[config.mk]
export PLATFORM = sky130hd
export DESIGN_NAME = ooo_core_top
export DESIGN_NICKNAME = d
export VERILOG_FILES = /design/src/verilog/wb_pkg.sv /design/src/verilog/cpu_pkg.sv /design/src/verilog/ooo_core_top.sv /design/src/verilog/commit_unit.sv /design/src/verilog/rob.sv /design/src/verilog/exec_unit.sv /design/src/verilog/issue_unit.sv
export SDC_FILE = /design/constraint.sdc
export NUM_CORES = 2
export LEC_CHECK = 0
export ABC_AREA = 1
export BUFFER_PORTS_ARGS = -buffer_cell sky130_fd_sc_hd__buf_2
export CORE_UTILIZATION = 30
export DETAILED_ROUTE_END_ITERATION = 10
export SLEW_MARGIN = 40
export SYNTH_ARGS = -nofsm -noshare
export SYNTH_HDL_FRONTEND = slang
export SYNTH_SLANG_ARGS = --single-unit
[constraint.sdc]
create_clock -name clk_in -period 12.2 [get_ports clk_in]
set_input_delay 2.44 -clock clk_in [delete_from_list [all_inputs] [get_ports clk_in]]
set_output_delay 2.44 -clock clk_in [all_outputs]
set_load 0.005 [all_outputs]
[src/verilog/wb_pkg.sv]
package wb_pkg;

  // store port widths
  localparam int wb_addr_w = 32;
  localparam int wb_data_w = 32;

  // store master bus state
  typedef enum logic [1:0] {
    wb_idle = 2'd0,
    wb_busy = 2'd1
  } wb_state_t;

endpackage

[src/verilog/cpu_pkg.sv]
package cpu_pkg;

  // datapath width
  localparam int xlen = 32;

  // architectural register file
  localparam int reg_count = 8;
  localparam int reg_ix_w = 3;

  // store offset, sign-extended to xlen
  localparam int imm_w = 16;

  // instruction opcodes
  typedef enum logic [1:0] {
    op_add   = 2'd0,
    op_sub   = 2'd1,
    op_mul   = 2'd2,
    op_store = 2'd3
  } op_t;

endpackage
[src/verilog/ooo_core_top.sv]
`timescale 1ns/100ps

module ooo_core_top #(
  parameter int rob_depth = 8
) (
  input  logic                         clk_in,
  input  logic                         rst_in,
  input  logic                         instr_valid,
  input  cpu_pkg::op_t                 instr_op,
  input  logic [cpu_pkg::reg_ix_w-1:0] instr_rd,
  input  logic [cpu_pkg::xlen-1:0]     instr_a,
  input  logic [cpu_pkg::xlen-1:0]     instr_b,
  input  logic [cpu_pkg::imm_w-1:0]    instr_imm,
  output logic                         instr_ready,
  output logic                         retire_valid,
  output logic [cpu_pkg::reg_ix_w-1:0] retire_rd,
  output logic [cpu_pkg::xlen-1:0]     retire_value,
  input  logic [cpu_pkg::reg_ix_w-1:0] rf_rd_addr,
  output logic [cpu_pkg::xlen-1:0]     rf_rd_data,
  output logic                         wb_cyc,
  output logic                         wb_stb,
  output logic                         wb_we,
  output logic [wb_pkg::wb_addr_w-1:0] wb_adr,
  output logic [wb_pkg::wb_data_w-1:0] wb_dat_o,
  input  logic                         wb_ack
);
  import cpu_pkg::*;

  localparam int tag_w = $clog2(rob_depth);

  // dispatch bundle
  logic                disp_valid;
  op_t                 disp_op;
  logic [reg_ix_w-1:0] disp_rd;
  logic [xlen-1:0]     disp_a;
  logic [xlen-1:0]     disp_b;
  logic [imm_w-1:0]    disp_imm;
  logic                alloc_ready;
  logic [tag_w-1:0]    alloc_tag;
  logic                exec_ready;
  logic                disp_fire;

  // result bus
  logic                cdb_valid;
  logic [tag_w-1:0]    cdb_tag;
  logic [xlen-1:0]     cdb_value;
  logic [xlen-1:0]     cdb_addr_base;

  // rob head toward commit
  logic [reg_ix_w-1:0] head_rd;
  logic [xlen-1:0]     head_value;
  logic [xlen-1:0]     head_addr;
  logic                commit_valid;
  logic                store_valid;
  logic                store_done;

  // one fire condition for both rob and exec
  assign disp_fire = disp_valid && alloc_ready && exec_ready;

  issue_unit u_issue (
    .clk_in, .rst_in,
    .instr_valid, .instr_op, .instr_rd, .instr_a, .instr_b, .instr_imm,
    .instr_ready, .alloc_ready, .exec_ready,
    .disp_valid, .disp_op, .disp_rd, .disp_a, .disp_b, .disp_imm
  );

  exec_unit #(.rob_depth(rob_depth)) u_exec (
    .clk_in, .rst_in,
    .disp_fire, .disp_op, .disp_a, .disp_b, .disp_tag(alloc_tag),
    .exec_ready, .cdb_valid, .cdb_tag, .cdb_value, .cdb_addr_base
  );

  // head_op not needed by commit, the rob splits commit and store itself
  rob #(.rob_depth(rob_depth)) u_rob (
    .clk_in, .rst_in,
    .alloc_valid(disp_fire), .alloc_op(disp_op), .alloc_rd(disp_rd),
    .alloc_imm(disp_imm), .alloc_ready, .alloc_tag,
    .cdb_valid, .cdb_tag, .cdb_value, .cdb_addr_base,
    .head_op(), .head_rd, .head_value, .head_addr,
    .commit_valid, .store_valid, .store_done
  );

  commit_unit u_commit (
    .clk_in, .rst_in,
    .commit_valid, .store_valid, .head_rd, .head_value, .head_addr,
    .store_done, .retire_valid, .retire_rd, .retire_value,
    .rf_rd_addr, .rf_rd_data,
    .wb_cyc, .wb_stb, .wb_we, .wb_adr, .wb_dat_o, .wb_ack
  );

endmodule

[src/verilog/commit_unit.sv]
`timescale 1ns/100ps

module commit_unit (
  input  logic                         clk_in,
  input  logic                         rst_in,
  input  logic                         commit_valid,
  input  logic                         store_valid,
  input  logic [cpu_pkg::reg_ix_w-1:0] head_rd,
  input  logic [cpu_pkg::xlen-1:0]     head_value,
  input  logic [cpu_pkg::xlen-1:0]     head_addr,
  output logic                         store_done,
  output logic                         retire_valid,
  output logic [cpu_pkg::reg_ix_w-1:0] retire_rd,
  output logic [cpu_pkg::xlen-1:0]     retire_value,
  input  logic [cpu_pkg::reg_ix_w-1:0] rf_rd_addr,
  output logic [cpu_pkg::xlen-1:0]     rf_rd_data,
  output logic                         wb_cyc,
  output logic                         wb_stb,
  output logic                         wb_we,
  output logic [wb_pkg::wb_addr_w-1:0] wb_adr,
  output logic [wb_pkg::wb_data_w-1:0] wb_dat_o,
  input  logic                         wb_ack
);
  import cpu_pkg::*;
  import wb_pkg::*;

  // architectural registers
  logic [xlen-1:0] rf [reg_count];

  wb_state_t wb_state;

  // async read for inspection
  assign rf_rd_data = rf[rf_rd_addr];

  // only writes go out on this port
  assign wb_we = 1'b1;

  // ack ends the store and frees the rob head
  assign store_done = (wb_state == wb_busy) && wb_ack;

  always_ff @(posedge clk_in) begin
    if (rst_in) begin
      for (int i = 0; i < reg_count; i++) begin
        rf[i] <= '0;
      end
      retire_valid <= 1'b0;
    end else begin
      retire_valid <= commit_valid;
      if (commit_valid) begin
        rf[head_rd] <= head_value;
      end
    end
  end

  // retire report for the cycle after the write
  always_ff @(posedge clk_in) begin
    if (commit_valid) begin
      retire_rd <= head_rd;
      retire_value <= head_value;
    end
  end

  // classic single write per store
  always_ff @(posedge clk_in) begin
    if (rst_in) begin
      wb_state <= wb_idle;
      wb_cyc <= 1'b0;
      wb_stb <= 1'b0;
    end else begin
      case (wb_state)
        wb_idle: begin
          if (store_valid) begin
            wb_cyc <= 1'b1;
            wb_stb <= 1'b1;
            wb_state <= wb_busy;
          end
        end
        wb_busy: begin
          // hold cyc and stb until the slave acks
          if (wb_ack) begin
            wb_cyc <= 1'b0;
            wb_stb <= 1'b0;
            wb_state <= wb_idle;
          end
        end
        default: begin
          wb_cyc <= 1'b0;
          wb_stb <= 1'b0;
          wb_state <= wb_idle;
        end
      endcase
    end
  end

  // address and data frozen for the whole cycle
  always_ff @(posedge clk_in) begin
    if ((wb_state == wb_idle) && store_valid) begin
      wb_adr <= head_addr;
      wb_dat_o <= head_value;
    end
  end

endmodule

[src/verilog/rob.sv]
`timescale 1ns/100ps

module rob #(
  parameter int rob_depth = 8
) (
  input  logic                         clk_in,
  input  logic                         rst_in,
  input  logic                         alloc_valid,
  input  cpu_pkg::op_t                 alloc_op,
  input  logic [cpu_pkg::reg_ix_w-1:0] alloc_rd,
  input  logic [cpu_pkg::imm_w-1:0]    alloc_imm,
  output logic                         alloc_ready,
  output logic [$clog2(rob_depth)-1:0] alloc_tag,
  input  logic                         cdb_valid,
  input  logic [$clog2(rob_depth)-1:0] cdb_tag,
  input  logic [cpu_pkg::xlen-1:0]     cdb_value,
  input  logic [cpu_pkg::xlen-1:0]     cdb_addr_base,
  output cpu_pkg::op_t                 head_op,
  output logic [cpu_pkg::reg_ix_w-1:0] head_rd,
  output logic [cpu_pkg::xlen-1:0]     head_value,
  output logic [cpu_pkg::xlen-1:0]     head_addr,
  output logic                         commit_valid,
  output logic                         store_valid,
  input  logic                         store_done
);
  import cpu_pkg::*;

  localparam int tag_w = $clog2(rob_depth);

  // entry storage
  op_t                 ent_op    [rob_depth];
  logic [reg_ix_w-1:0] ent_rd    [rob_depth];
  logic [xlen-1:0]     ent_value [rob_depth];
  logic [xlen-1:0]     ent_addr  [rob_depth];
  logic [rob_depth-1:0] ent_done;

  // extra msb tells full from empty
  logic [tag_w:0]   head;
  logic [tag_w:0]   tail;
  logic [tag_w-1:0] head_ix;
  logic [tag_w-1:0] tail_ix;

  logic empty;
  logic full;
  logic head_ready;
  logic head_is_store;
  logic retire;
  logic alloc_go;

  assign head_ix = head[tag_w-1:0];
  assign tail_ix = tail[tag_w-1:0];

  assign empty = (head == tail);
  assign full = (head[tag_w] != tail[tag_w]) && (head_ix == tail_ix);

  assign alloc_ready = !full;
  assign alloc_tag = tail_ix;
  assign alloc_go = alloc_valid && !full;

  // head entry seen by commit
  assign head_op = ent_op[head_ix];
  assign head_rd = ent_rd[head_ix];
  assign head_value = ent_value[head_ix];
  assign head_addr = ent_addr[head_ix];

  assign head_ready = !empty && ent_done[head_ix];
  assign head_is_store = (ent_op[head_ix] == op_store);
  assign commit_valid = head_ready && !head_is_store;
  assign store_valid = head_ready && head_is_store;

  // stores leave only once the bus write is acked
  assign retire = commit_valid || (store_valid && store_done);

  always_ff @(posedge clk_in) begin
    if (rst_in) begin
      head <= '0;
      tail <= '0;
      ent_done <= '0;
    end else begin
      if (alloc_go) begin
        ent_done[tail_ix] <= 1'b0;
        tail <= tail + 1'b1;
      end
      // results come back in any order
      if (cdb_valid) begin
        ent_done[cdb_tag] <= 1'b1;
      end
      if (retire) begin
        head <= head + 1'b1;
      end
    end
  end

  always_ff @(posedge clk_in) begin
    if (alloc_go) begin
      ent_op[tail_ix] <= alloc_op;
      ent_rd[tail_ix] <= alloc_rd;
      // partial address is the sign-extended offset
      ent_addr[tail_ix] <= {{(xlen - imm_w){alloc_imm[imm_w-1]}}, alloc_imm};
    end
    if (cdb_valid) begin
      ent_value[cdb_tag] <= cdb_value;
      // store address completes with operand a
      if (ent_op[cdb_tag] == op_store) begin
        ent_addr[cdb_tag] <= ent_addr[cdb_tag] + cdb_addr_base;
      end
    end
  end

endmodule

[src/verilog/exec_unit.sv]
`timescale 1ns/100ps

module exec_unit #(
  parameter int rob_depth = 8
) (
  input  logic                         clk_in,
  input  logic                         rst_in,
  input  logic                         disp_fire,
  input  cpu_pkg::op_t                 disp_op,
  input  logic [cpu_pkg::xlen-1:0]     disp_a,
  input  logic [cpu_pkg::xlen-1:0]     disp_b,
  input  logic [$clog2(rob_depth)-1:0] disp_tag,
  output logic                         exec_ready,
  output logic                         cdb_valid,
  output logic [$clog2(rob_depth)-1:0] cdb_tag,
  output logic [cpu_pkg::xlen-1:0]     cdb_value,
  output logic [cpu_pkg::xlen-1:0]     cdb_addr_base
);
  import cpu_pkg::*;

  localparam int tag_w = $clog2(rob_depth);

  logic             alu_fire;
  logic             mul_fire;
  logic [xlen-1:0]  alu_value;

  // multiply stage 1 holds operands
  logic             m1_valid;
  logic [tag_w-1:0] m1_tag;
  logic [xlen-1:0]  m1_a;
  logic [xlen-1:0]  m1_b;

  // multiply stage 2 holds the low half of the product
  logic             m2_valid;
  logic [tag_w-1:0] m2_tag;
  logic [xlen-1:0]  m2_prod;

  assign alu_fire = disp_fire && (disp_op != op_mul);
  assign mul_fire = disp_fire && (disp_op == op_mul);

  // a single-cycle op would meet the stage 2 product on the bus
  assign exec_ready = !(m2_valid && (disp_op != op_mul));

  // store passes b through as the data word
  always_comb begin
    case (disp_op)
      op_add:   alu_value = disp_a + disp_b;
      op_sub:   alu_value = disp_a - disp_b;
      op_store: alu_value = disp_b;
      default:  alu_value = disp_a + disp_b;
    endcase
  end

  always_ff @(posedge clk_in) begin
    if (rst_in) begin
      m1_valid <= 1'b0;
      m2_valid <= 1'b0;
      cdb_valid <= 1'b0;
    end else begin
      m1_valid <= mul_fire;
      m2_valid <= m1_valid;
      cdb_valid <= alu_fire || m2_valid;
    end
  end

  always_ff @(posedge clk_in) begin
    if (mul_fire) begin
      m1_tag <= disp_tag;
      m1_a <= disp_a;
      m1_b <= disp_b;
    end
    if (m1_valid) begin
      m2_tag <= m1_tag;
      m2_prod <= m1_a * m1_b;
    end
    // result bus mux, multiply lane wins when it arrives
    if (m2_valid) begin
      cdb_tag <= m2_tag;
      cdb_value <= m2_prod;
      cdb_addr_base <= '0;
    end else if (alu_fire) begin
      cdb_tag <= disp_tag;
      cdb_value <= alu_value;
      cdb_addr_base <= disp_a;
    end
  end

endmodule

[src/verilog/issue_unit.sv]
`timescale 1ns/100ps

module issue_unit (
  input  logic                         clk_in,
  input  logic                         rst_in,
  input  logic                         instr_valid,
  input  cpu_pkg::op_t                 instr_op,
  input  logic [cpu_pkg::reg_ix_w-1:0] instr_rd,
  input  logic [cpu_pkg::xlen-1:0]     instr_a,
  input  logic [cpu_pkg::xlen-1:0]     instr_b,
  input  logic [cpu_pkg::imm_w-1:0]    instr_imm,
  output logic                         instr_ready,
  input  logic                         alloc_ready,
  input  logic                         exec_ready,
  output logic                         disp_valid,
  output cpu_pkg::op_t                 disp_op,
  output logic [cpu_pkg::reg_ix_w-1:0] disp_rd,
  output logic [cpu_pkg::xlen-1:0]     disp_a,
  output logic [cpu_pkg::xlen-1:0]     disp_b,
  output logic [cpu_pkg::imm_w-1:0]    disp_imm
);
  import cpu_pkg::*;

  // one-entry holding register
  logic                hold_valid;
  op_t                 hold_op;
  logic [reg_ix_w-1:0] hold_rd;
  logic [xlen-1:0]     hold_a;
  logic [xlen-1:0]     hold_b;
  logic [imm_w-1:0]    hold_imm;

  // goes high one cycle after reset is released
  logic                live;

  logic                disp_go;
  logic                accept;

  // dispatch needs a free rob slot and a free exec lane
  assign disp_go = hold_valid && alloc_ready && exec_ready;

  // refill allowed in the same cycle as a dispatch
  assign instr_ready = live && (!hold_valid || disp_go);
  assign accept = instr_valid && instr_ready;

  assign disp_valid = hold_valid;
  assign disp_op = hold_op;
  assign disp_rd = hold_rd;
  assign disp_a = hold_a;
  assign disp_b = hold_b;
  assign disp_imm = hold_imm;

  always_ff @(posedge clk_in) begin
    if (rst_in) begin
      hold_valid <= 1'b0;
      live <= 1'b0;
    end else begin
      live <= 1'b1;
      if (accept) begin
        hold_valid <= 1'b1;
      end else if (disp_go) begin
        hold_valid <= 1'b0;
      end
    end
  end

  // payload capture
  always_ff @(posedge clk_in) begin
    if (accept) begin
      hold_op <= instr_op;
      hold_rd <= instr_rd;
      hold_a <= instr_a;
      hold_b <= instr_b;
      hold_imm <= instr_imm;
    end
  end

endmodule

; Word-level counts from Yosys, hierarchy flattened
; Memories as Yosys holds them, arrays and structs flattened. A register that Yosys moved wholly into a read port is not among the register bits.
; Cells that the tools add are included.
[totals]
regBits = 346
latch_bits = 0
mem_bits_rw = 808
romBits = 0
input_bits = 92
out_inout_bits = 136
elab_cells = 134
mem_count = 5
[mem_list]
columns = memory, depth, word_bits, read_ports, rd_clocked_by_memory_dff, wr, line_no
row1 = u_commit.rf, 8, 32, 1, 0, 8, commit_unit.sv:28  ; logic [xlen-1:0] rf [reg_count];
row2 = u_rob.ent_addr, 8, 32, 2, 2, 2, rob.sv:34  ; logic [xlen-1:0] ent_addr [rob_depth];
row3 = u_rob.ent_value, 8, 32, 1, 1, 1, rob.sv:33  ; logic [xlen-1:0] ent_value [rob_depth];
row4 = u_rob.ent_rd, 8, 3, 1, 1, 1, rob.sv:32  ; logic [reg_ix_w-1:0] ent_rd [rob_depth];
row5 = u_rob.ent_op, 8, 2, 2, 2, 1, rob.sv:31  ; op_t ent_op [rob_depth];
[classes]
addsub = 5
n_mul = 1
div_mod_pow = 0
n_lt_le_gt_ge = 5
n_eq_ne = 12
shifts = 0
muxes = 46
bitwise_logic = 3
reduce_logical = 30
[ops]
columns = operator, n
row1 = $mux W32, 3
row2 = $add A32 B32 Y32, 2
row3 = $pmux W32 S2, 1
row4 = $mux W3, 11
row5 = $mul A32 B32 Y32, 1
row6 = $reduce_or A32 Y1, 1
row7 = $sub A32 B32 Y32, 1
row8 = $mux W8, 3
row9 = $mux W1, 21
row10 = $logic_and A1 B1 Y1, 17
row11 = $lt A3 B4 Y1 const B, 3
row12 = $add A4 B1 Y4 const B, 2
row13 = $and A8 B8 Y8, 1
row14 = $eq A2 B2 Y1 const B, 4
row15 = $not A8 Y8, 1
row16 = $or A8 B8 Y8, 1
row17 = $demux W1 S3, 2
row18 = $ge A3 B1 Y1 const B, 2
row19 = $logic_not A1 Y1, 5
row20 = $eq A2 B1 Y1 const B, 2
row21 = $eq A4 B4 Y1, 1
row22 = $mux W2, 2
row23 = $ne A2 B2 Y1 const B, 2
row24 = $pmux W2 S2, 1
row25 = 9 further kinds, 12

; Depth between registers and ports, before layout
[logic_depth]
depth_word = 10
ltp_mapped = 35
mapped_depth_nobuf = 34

; Hierarchy
; Synthesis repeated with hierarchy kept, for this count alone.
[hier_totals]
cells_unflattened = 7997
area_unflattened_um2 = 72529.6
[by_module_without_submodules]
columns = mod, instances, cells_per_inst, area_each_um2, seq_area_each_um2
row1 = rob, 1, 3128, 28802.6, 16956.3
row2 = exec_unit, 1, 3210, 25398.1, 4814.6
row3 = commit_unit, 1, 1558, 15673.8, 10700.3
row4 = issue_unit, 1, 98, 2641.3, 2592.5
row5 = ooo_core_top, 1, 3, 13.8, 0.0

; Worst setup path after synthesis
; No wires, ideal clock.
[synth_path]
path_type = input-to-reg
start = input instr_valid
end = register u_issue.hold_a[0], in the netlist u_issue.disp_a[0], enable pin
setup_ps = 652
t_arrival_ps = 8607
t_required_ps = 11548
slack_ps = 2941
stages = 1
path_buffers = 0
cell_sequence = nor3b_1
[synth_via]
elab_chain_len = 1
[synth_lines]
columns = item, line_no
row1 = "start, declared", ooo_core_top.sv:8  ; input logic instr_valid,
row2 = $logic_and A1 B1 Y1, issue_unit.sv:43  ; assign accept = instr_valid && instr_ready;
row3 = "end signal, assigned", issue_unit.sv:71  ; hold_a <= instr_a;
row4 = "end, declared", issue_unit.sv:28  ; logic [xlen-1:0] hold_a;
; No other way between the ends.
; A chain may end at the register's enable or synchronous reset.

; Worst setup path after layout
[layout_path]
start = input rf_rd_addr[0] (netlist bit)
end = output rf_rd_data[18] (netlist bit)
[layout_via]
elab_chain_len = 1
[layout_lines]
columns = item, line_no
row1 = "start, declared", ooo_core_top.sv:18  ; input logic [cpu_pkg::reg_ix_w-1:0] rf_rd_addr,
row2 = $mem_v2 Z8 W32, -
row3 = "end, declared", ooo_core_top.sv:19  ; output logic [cpu_pkg::xlen-1:0] rf_rd_data,
; No other way between the ends.

==> results.sh <==
export IMPL_status="finished clean"
export IMPL_tightest_slew_ps=969.4
export IMPL_io_buffers=226
export IMPL_cp_max_fo=80
export IMPL_via_per_inst=5.048
export IMPL_fmax_mhz=137.3
export IMPL_firstDrtPassIters=6
export IMPL_cts_max_level=4
export IMPL_p_comb_share_pct=30.5
export IMPL_final_core_util_pct=34.00
export IMPL_peakVddDrop_v=0.0001929
export IMPL_ys_seq_area_share_pct=49.54
export IMPL_netlist_area_um2=70890
export IMPL_crit_start="rf_rd_addr[0]"
export IMPL_worst_endpoint_arrival_ps=4840
export IMPL_fin_skew_ps=54.78
export IMPL_intPower_w=0.008518
export IMPL_synth_fp_nets=8066
export IMPL_fillers=23650
export IMPL_die_area_um2=238300
export IMPL_cellLeakagePower_nw=33.26
export IMPL_start_util_pct=30.17
export IMPL_synth_cells=7376
export IMPL_synth_edf_count=1129
export IMPL_power_switching_w=0.004462
export IMPL_die_w_um=488.1
export IMPL_hold_slack_ps=421.5
export IMPL_multiInputGateArea_um2=30060
export IMPL_dp_hpwl_mm=150.6
export IMPL_layout_drive_gt1_share_pct=9.510
export IMPL_grt_pass1_wl_mm=335.2
export IMPL_synthTopCellsByArea="edfxtp_1, fa_1, nand2_1, o21ai_0, inv_1"
export IMPL_clock_sinks=1190
export IMPL_seq_area_um2=35150
export IMPL_nets=8134
export IMPL_pwr_share_clk_pct=32.1
export IMPL_wl_per_cell_um=21.13
export IMPL_setup_viol_count_final=0
export IMPL_drt_antenna_violating_nets=0
export IMPL_wl_mm=226.1
export IMPL_core_area_um2=235000
export IMPL_vias=54030
export IMPL_grt_start_max_net_pins=105
export IMPL_rr_startpoint="u_exec.m1_b[6]"
export IMPL_cts_tree="yes"
export IMPL_worstSetupStartpointType="input port"
export IMPL_clk_pin_slew_ps=60
export IMPL_power_w=0.01298
export IMPL_grt_overflow=0
export IMPL_sequentialPowerShare_pct=37.4
export IMPL_yosysTopAreaCellShare_pct=47.82
export IMPL_synth_top_flop_cell="edfxtp_1"
export IMPL_min_path_type="register to register"
export IMPL_required_ps=9760
export IMPL_drv_slew=0
export IMPL_period_needed_ps=7284
export IMPL_cts_resized=0
export IMPL_power_density_nw_per_um2=162.5
export IMPL_hold_buffers=0
export IMPL_cts_root_buf="clkbuf_16"
export IMPL_tns_ps=0
export IMPL_routabilityCongestion=0.9517
export IMPL_cts_setup_buffers=0
export IMPL_drt_iter0_drc=5544
export IMPL_synth_common_cells="nand2_1, edfxtp_1, inv_1"
export IMPL_rsz0062_at_grt="false"
export IMPL_timing_final_hold_violations=0
export IMPL_ys_seq_elements=1190
export IMPL_ios=228
export IMPL_cts_buffer_depth=3
export IMPL_synthArstFlopShare_pct=0
export IMPL_cp_end_kind="output pin"
export IMPL_timing_final_crit_share_pct=59.70
export IMPL_drc=0
export IMPL_path_class="input port to output pin"
export IMPL_min_delay_start="u_exec.m1_tag[1]"
export IMPL_maxCapViolations=0
export IMPL_p_sw_share_pct=34.38
export IMPL_yosysMostFrequentCell="nand2_1"
export IMPL_num_rows=178
export IMPL_dieHeight_um=488.1
export IMPL_area_growth_syn_to_layout_pct=12.69
export IMPL_synthDistinctLibCells=61
export IMPL_slew_headroom_pct=34.94
export IMPL_grt_usage_pct=18.78
export IMPL_first_global_vias=53290
export IMPL_antenna_found_initial=13
export IMPL_yosys_area_top_type="edfxtp_1"
export IMPL_cts_made_buffers=137
export IMPL_syn_area_per_cell_um2=9.611
export IMPL_ys_warn_count=0
export IMPL_clock_latency_ps=800
==> cell usage in the layout, fill, tap and decap left out, types with 9 or more instances in the layout <==
| cell | n |
|---|---|
| a21o_1 | 14 |
| a21oi_1 | 265 |
| a31oi_1 | 105 |
| a32o_1 | 30 |
| buf_2 | 225 |
| buf_4 | 100 |
| buf_6 | 11 |
| bufinv_16 | 10 |
| clkbuf_1 | 32 |
| clkbuf_16 | 139 |
| clkinv_1 | 12 |
| clkinv_16 | 9 |
| clkinv_2 | 22 |
| dfxtp_1 | 54 |
| edfxtp_1 | 1129 |
| fa_1 | 410 |
| ha_1 | 188 |
| inv_1 | 1061 |
| inv_2 | 20 |
| nand2_1 | 1345 |
| nand2_2 | 15 |
| nand3_1 | 177 |
| nand4_1 | 22 |
| nor2_1 | 785 |
| nor2_2 | 64 |
| nor2_4 | 11 |
| nor3_1 | 29 |
| o211ai_1 | 70 |
| o21ai_0 | 798 |
| o21ai_1 | 37 |
| o21ai_2 | 15 |
| o21bai_1 | 15 |
| o22ai_1 | 102 |
| xnor2_1 | 20 |
| xor2_1 | 87 |
==> area by class of cell <==
cell class                 count  share of cell area (%)
clock inverter                69                   1.137
antenna                        3                0.009397
multi-input combinational   4690                   37.63
timing repair buffer         339                   2.598
sequential                  1190                   43.99
clock buffer                 176                   4.590
tap                         3150                   4.933
inverter                    1086                   5.113
==> power by group through the flow <==
stage	sequential (W)	combinational (W)	clock, W
after floorplan	0.00487	0.00282	0
after global placement	0.00494	0.00388	0
after detailed placement	0.00494	0.00392	0
after CTS	0.00486	0.00395	0.00424
after global routing	0.00486	0.00445	0.00439
final	0.00485	0.00396	0.00417
==> sequential cells by signal (all words and copies together), names as in the netlist, 16 cells and up, named ones only <==
signal / cells
u_commit.wb_dat_o: 32
u_rob.ent_addr: 256
u_rob.ent_op: 16
u_issue.disp_a: 32
u_exec.cdb_value: 32
u_exec.m1_b: 32
u_issue.disp_imm: 16
u_commit.retire_value: 32
u_exec.cdb_addr_base: 32
u_rob.ent_value: 256
u_commit.wb_adr: 32
u_exec.m2_prod: 32
u_issue.disp_b: 32
u_rob.ent_rd: 24
u_commit.rf: 256
u_exec.m1_a: 32
==> path summary, 6_finish.rpt <==
path | endpoint | slack (ps) | cells after the start
min reg2reg | u_exec.m2_tag[1] | 420 | 0
max reg2reg | u_exec.m2_prod[29] | 5080 | 23
min | u_exec.m2_tag[1] | 420 | 0
max | rf_rd_data[18] | 4920 | 8
==> through the flow <==
step                      setup slack (ps)  std cells  area [um2]
after floorplan                       2941       7376       70890
after global placement                4870      10450       75070
after detailed placement              4958      10450       75240
after CTS                             4951      10700       79820
after global routing                  4678      10700       79890
final                                 4916      10700       79890
==> layer usage <==
layer  vias up  share of wire [%]  global-route usage, %
li1      24470                  -                      -
met1     26540                 42                  25.45
met2      2579                 45                  29.34
met3       437                8.7                  2.947
met4         8                4.7                  8.705
met5         -              0.031                      0
==> worst max-delay path, stage by stage <==
cell and delay, ps:
buf_4 240, clkinv_2 490, buf_4 710, o21ai_0 160, o22ai_1 180, nor2_1 60
a31oi_1 300, buf_2 180
==> cells by family (layout without fill, tap and decap cells) <==
family / count (synthesis) / in the layout / share of synthesized area (%)
fa+ha+maj: 598 / 598 / 14.90
compound gates: 1489 / 1489 / 11.65
buf+inv: 1496 / 1670 / 8.334
xor+xnor: 109 / 109 / 1.357
flops: 1190 / 1190 / 49.54
simple gates: 2493 / 2493 / 14.21
other cells: 1 / 4 / 0.005290
Power figures use the tool's default switching activity.
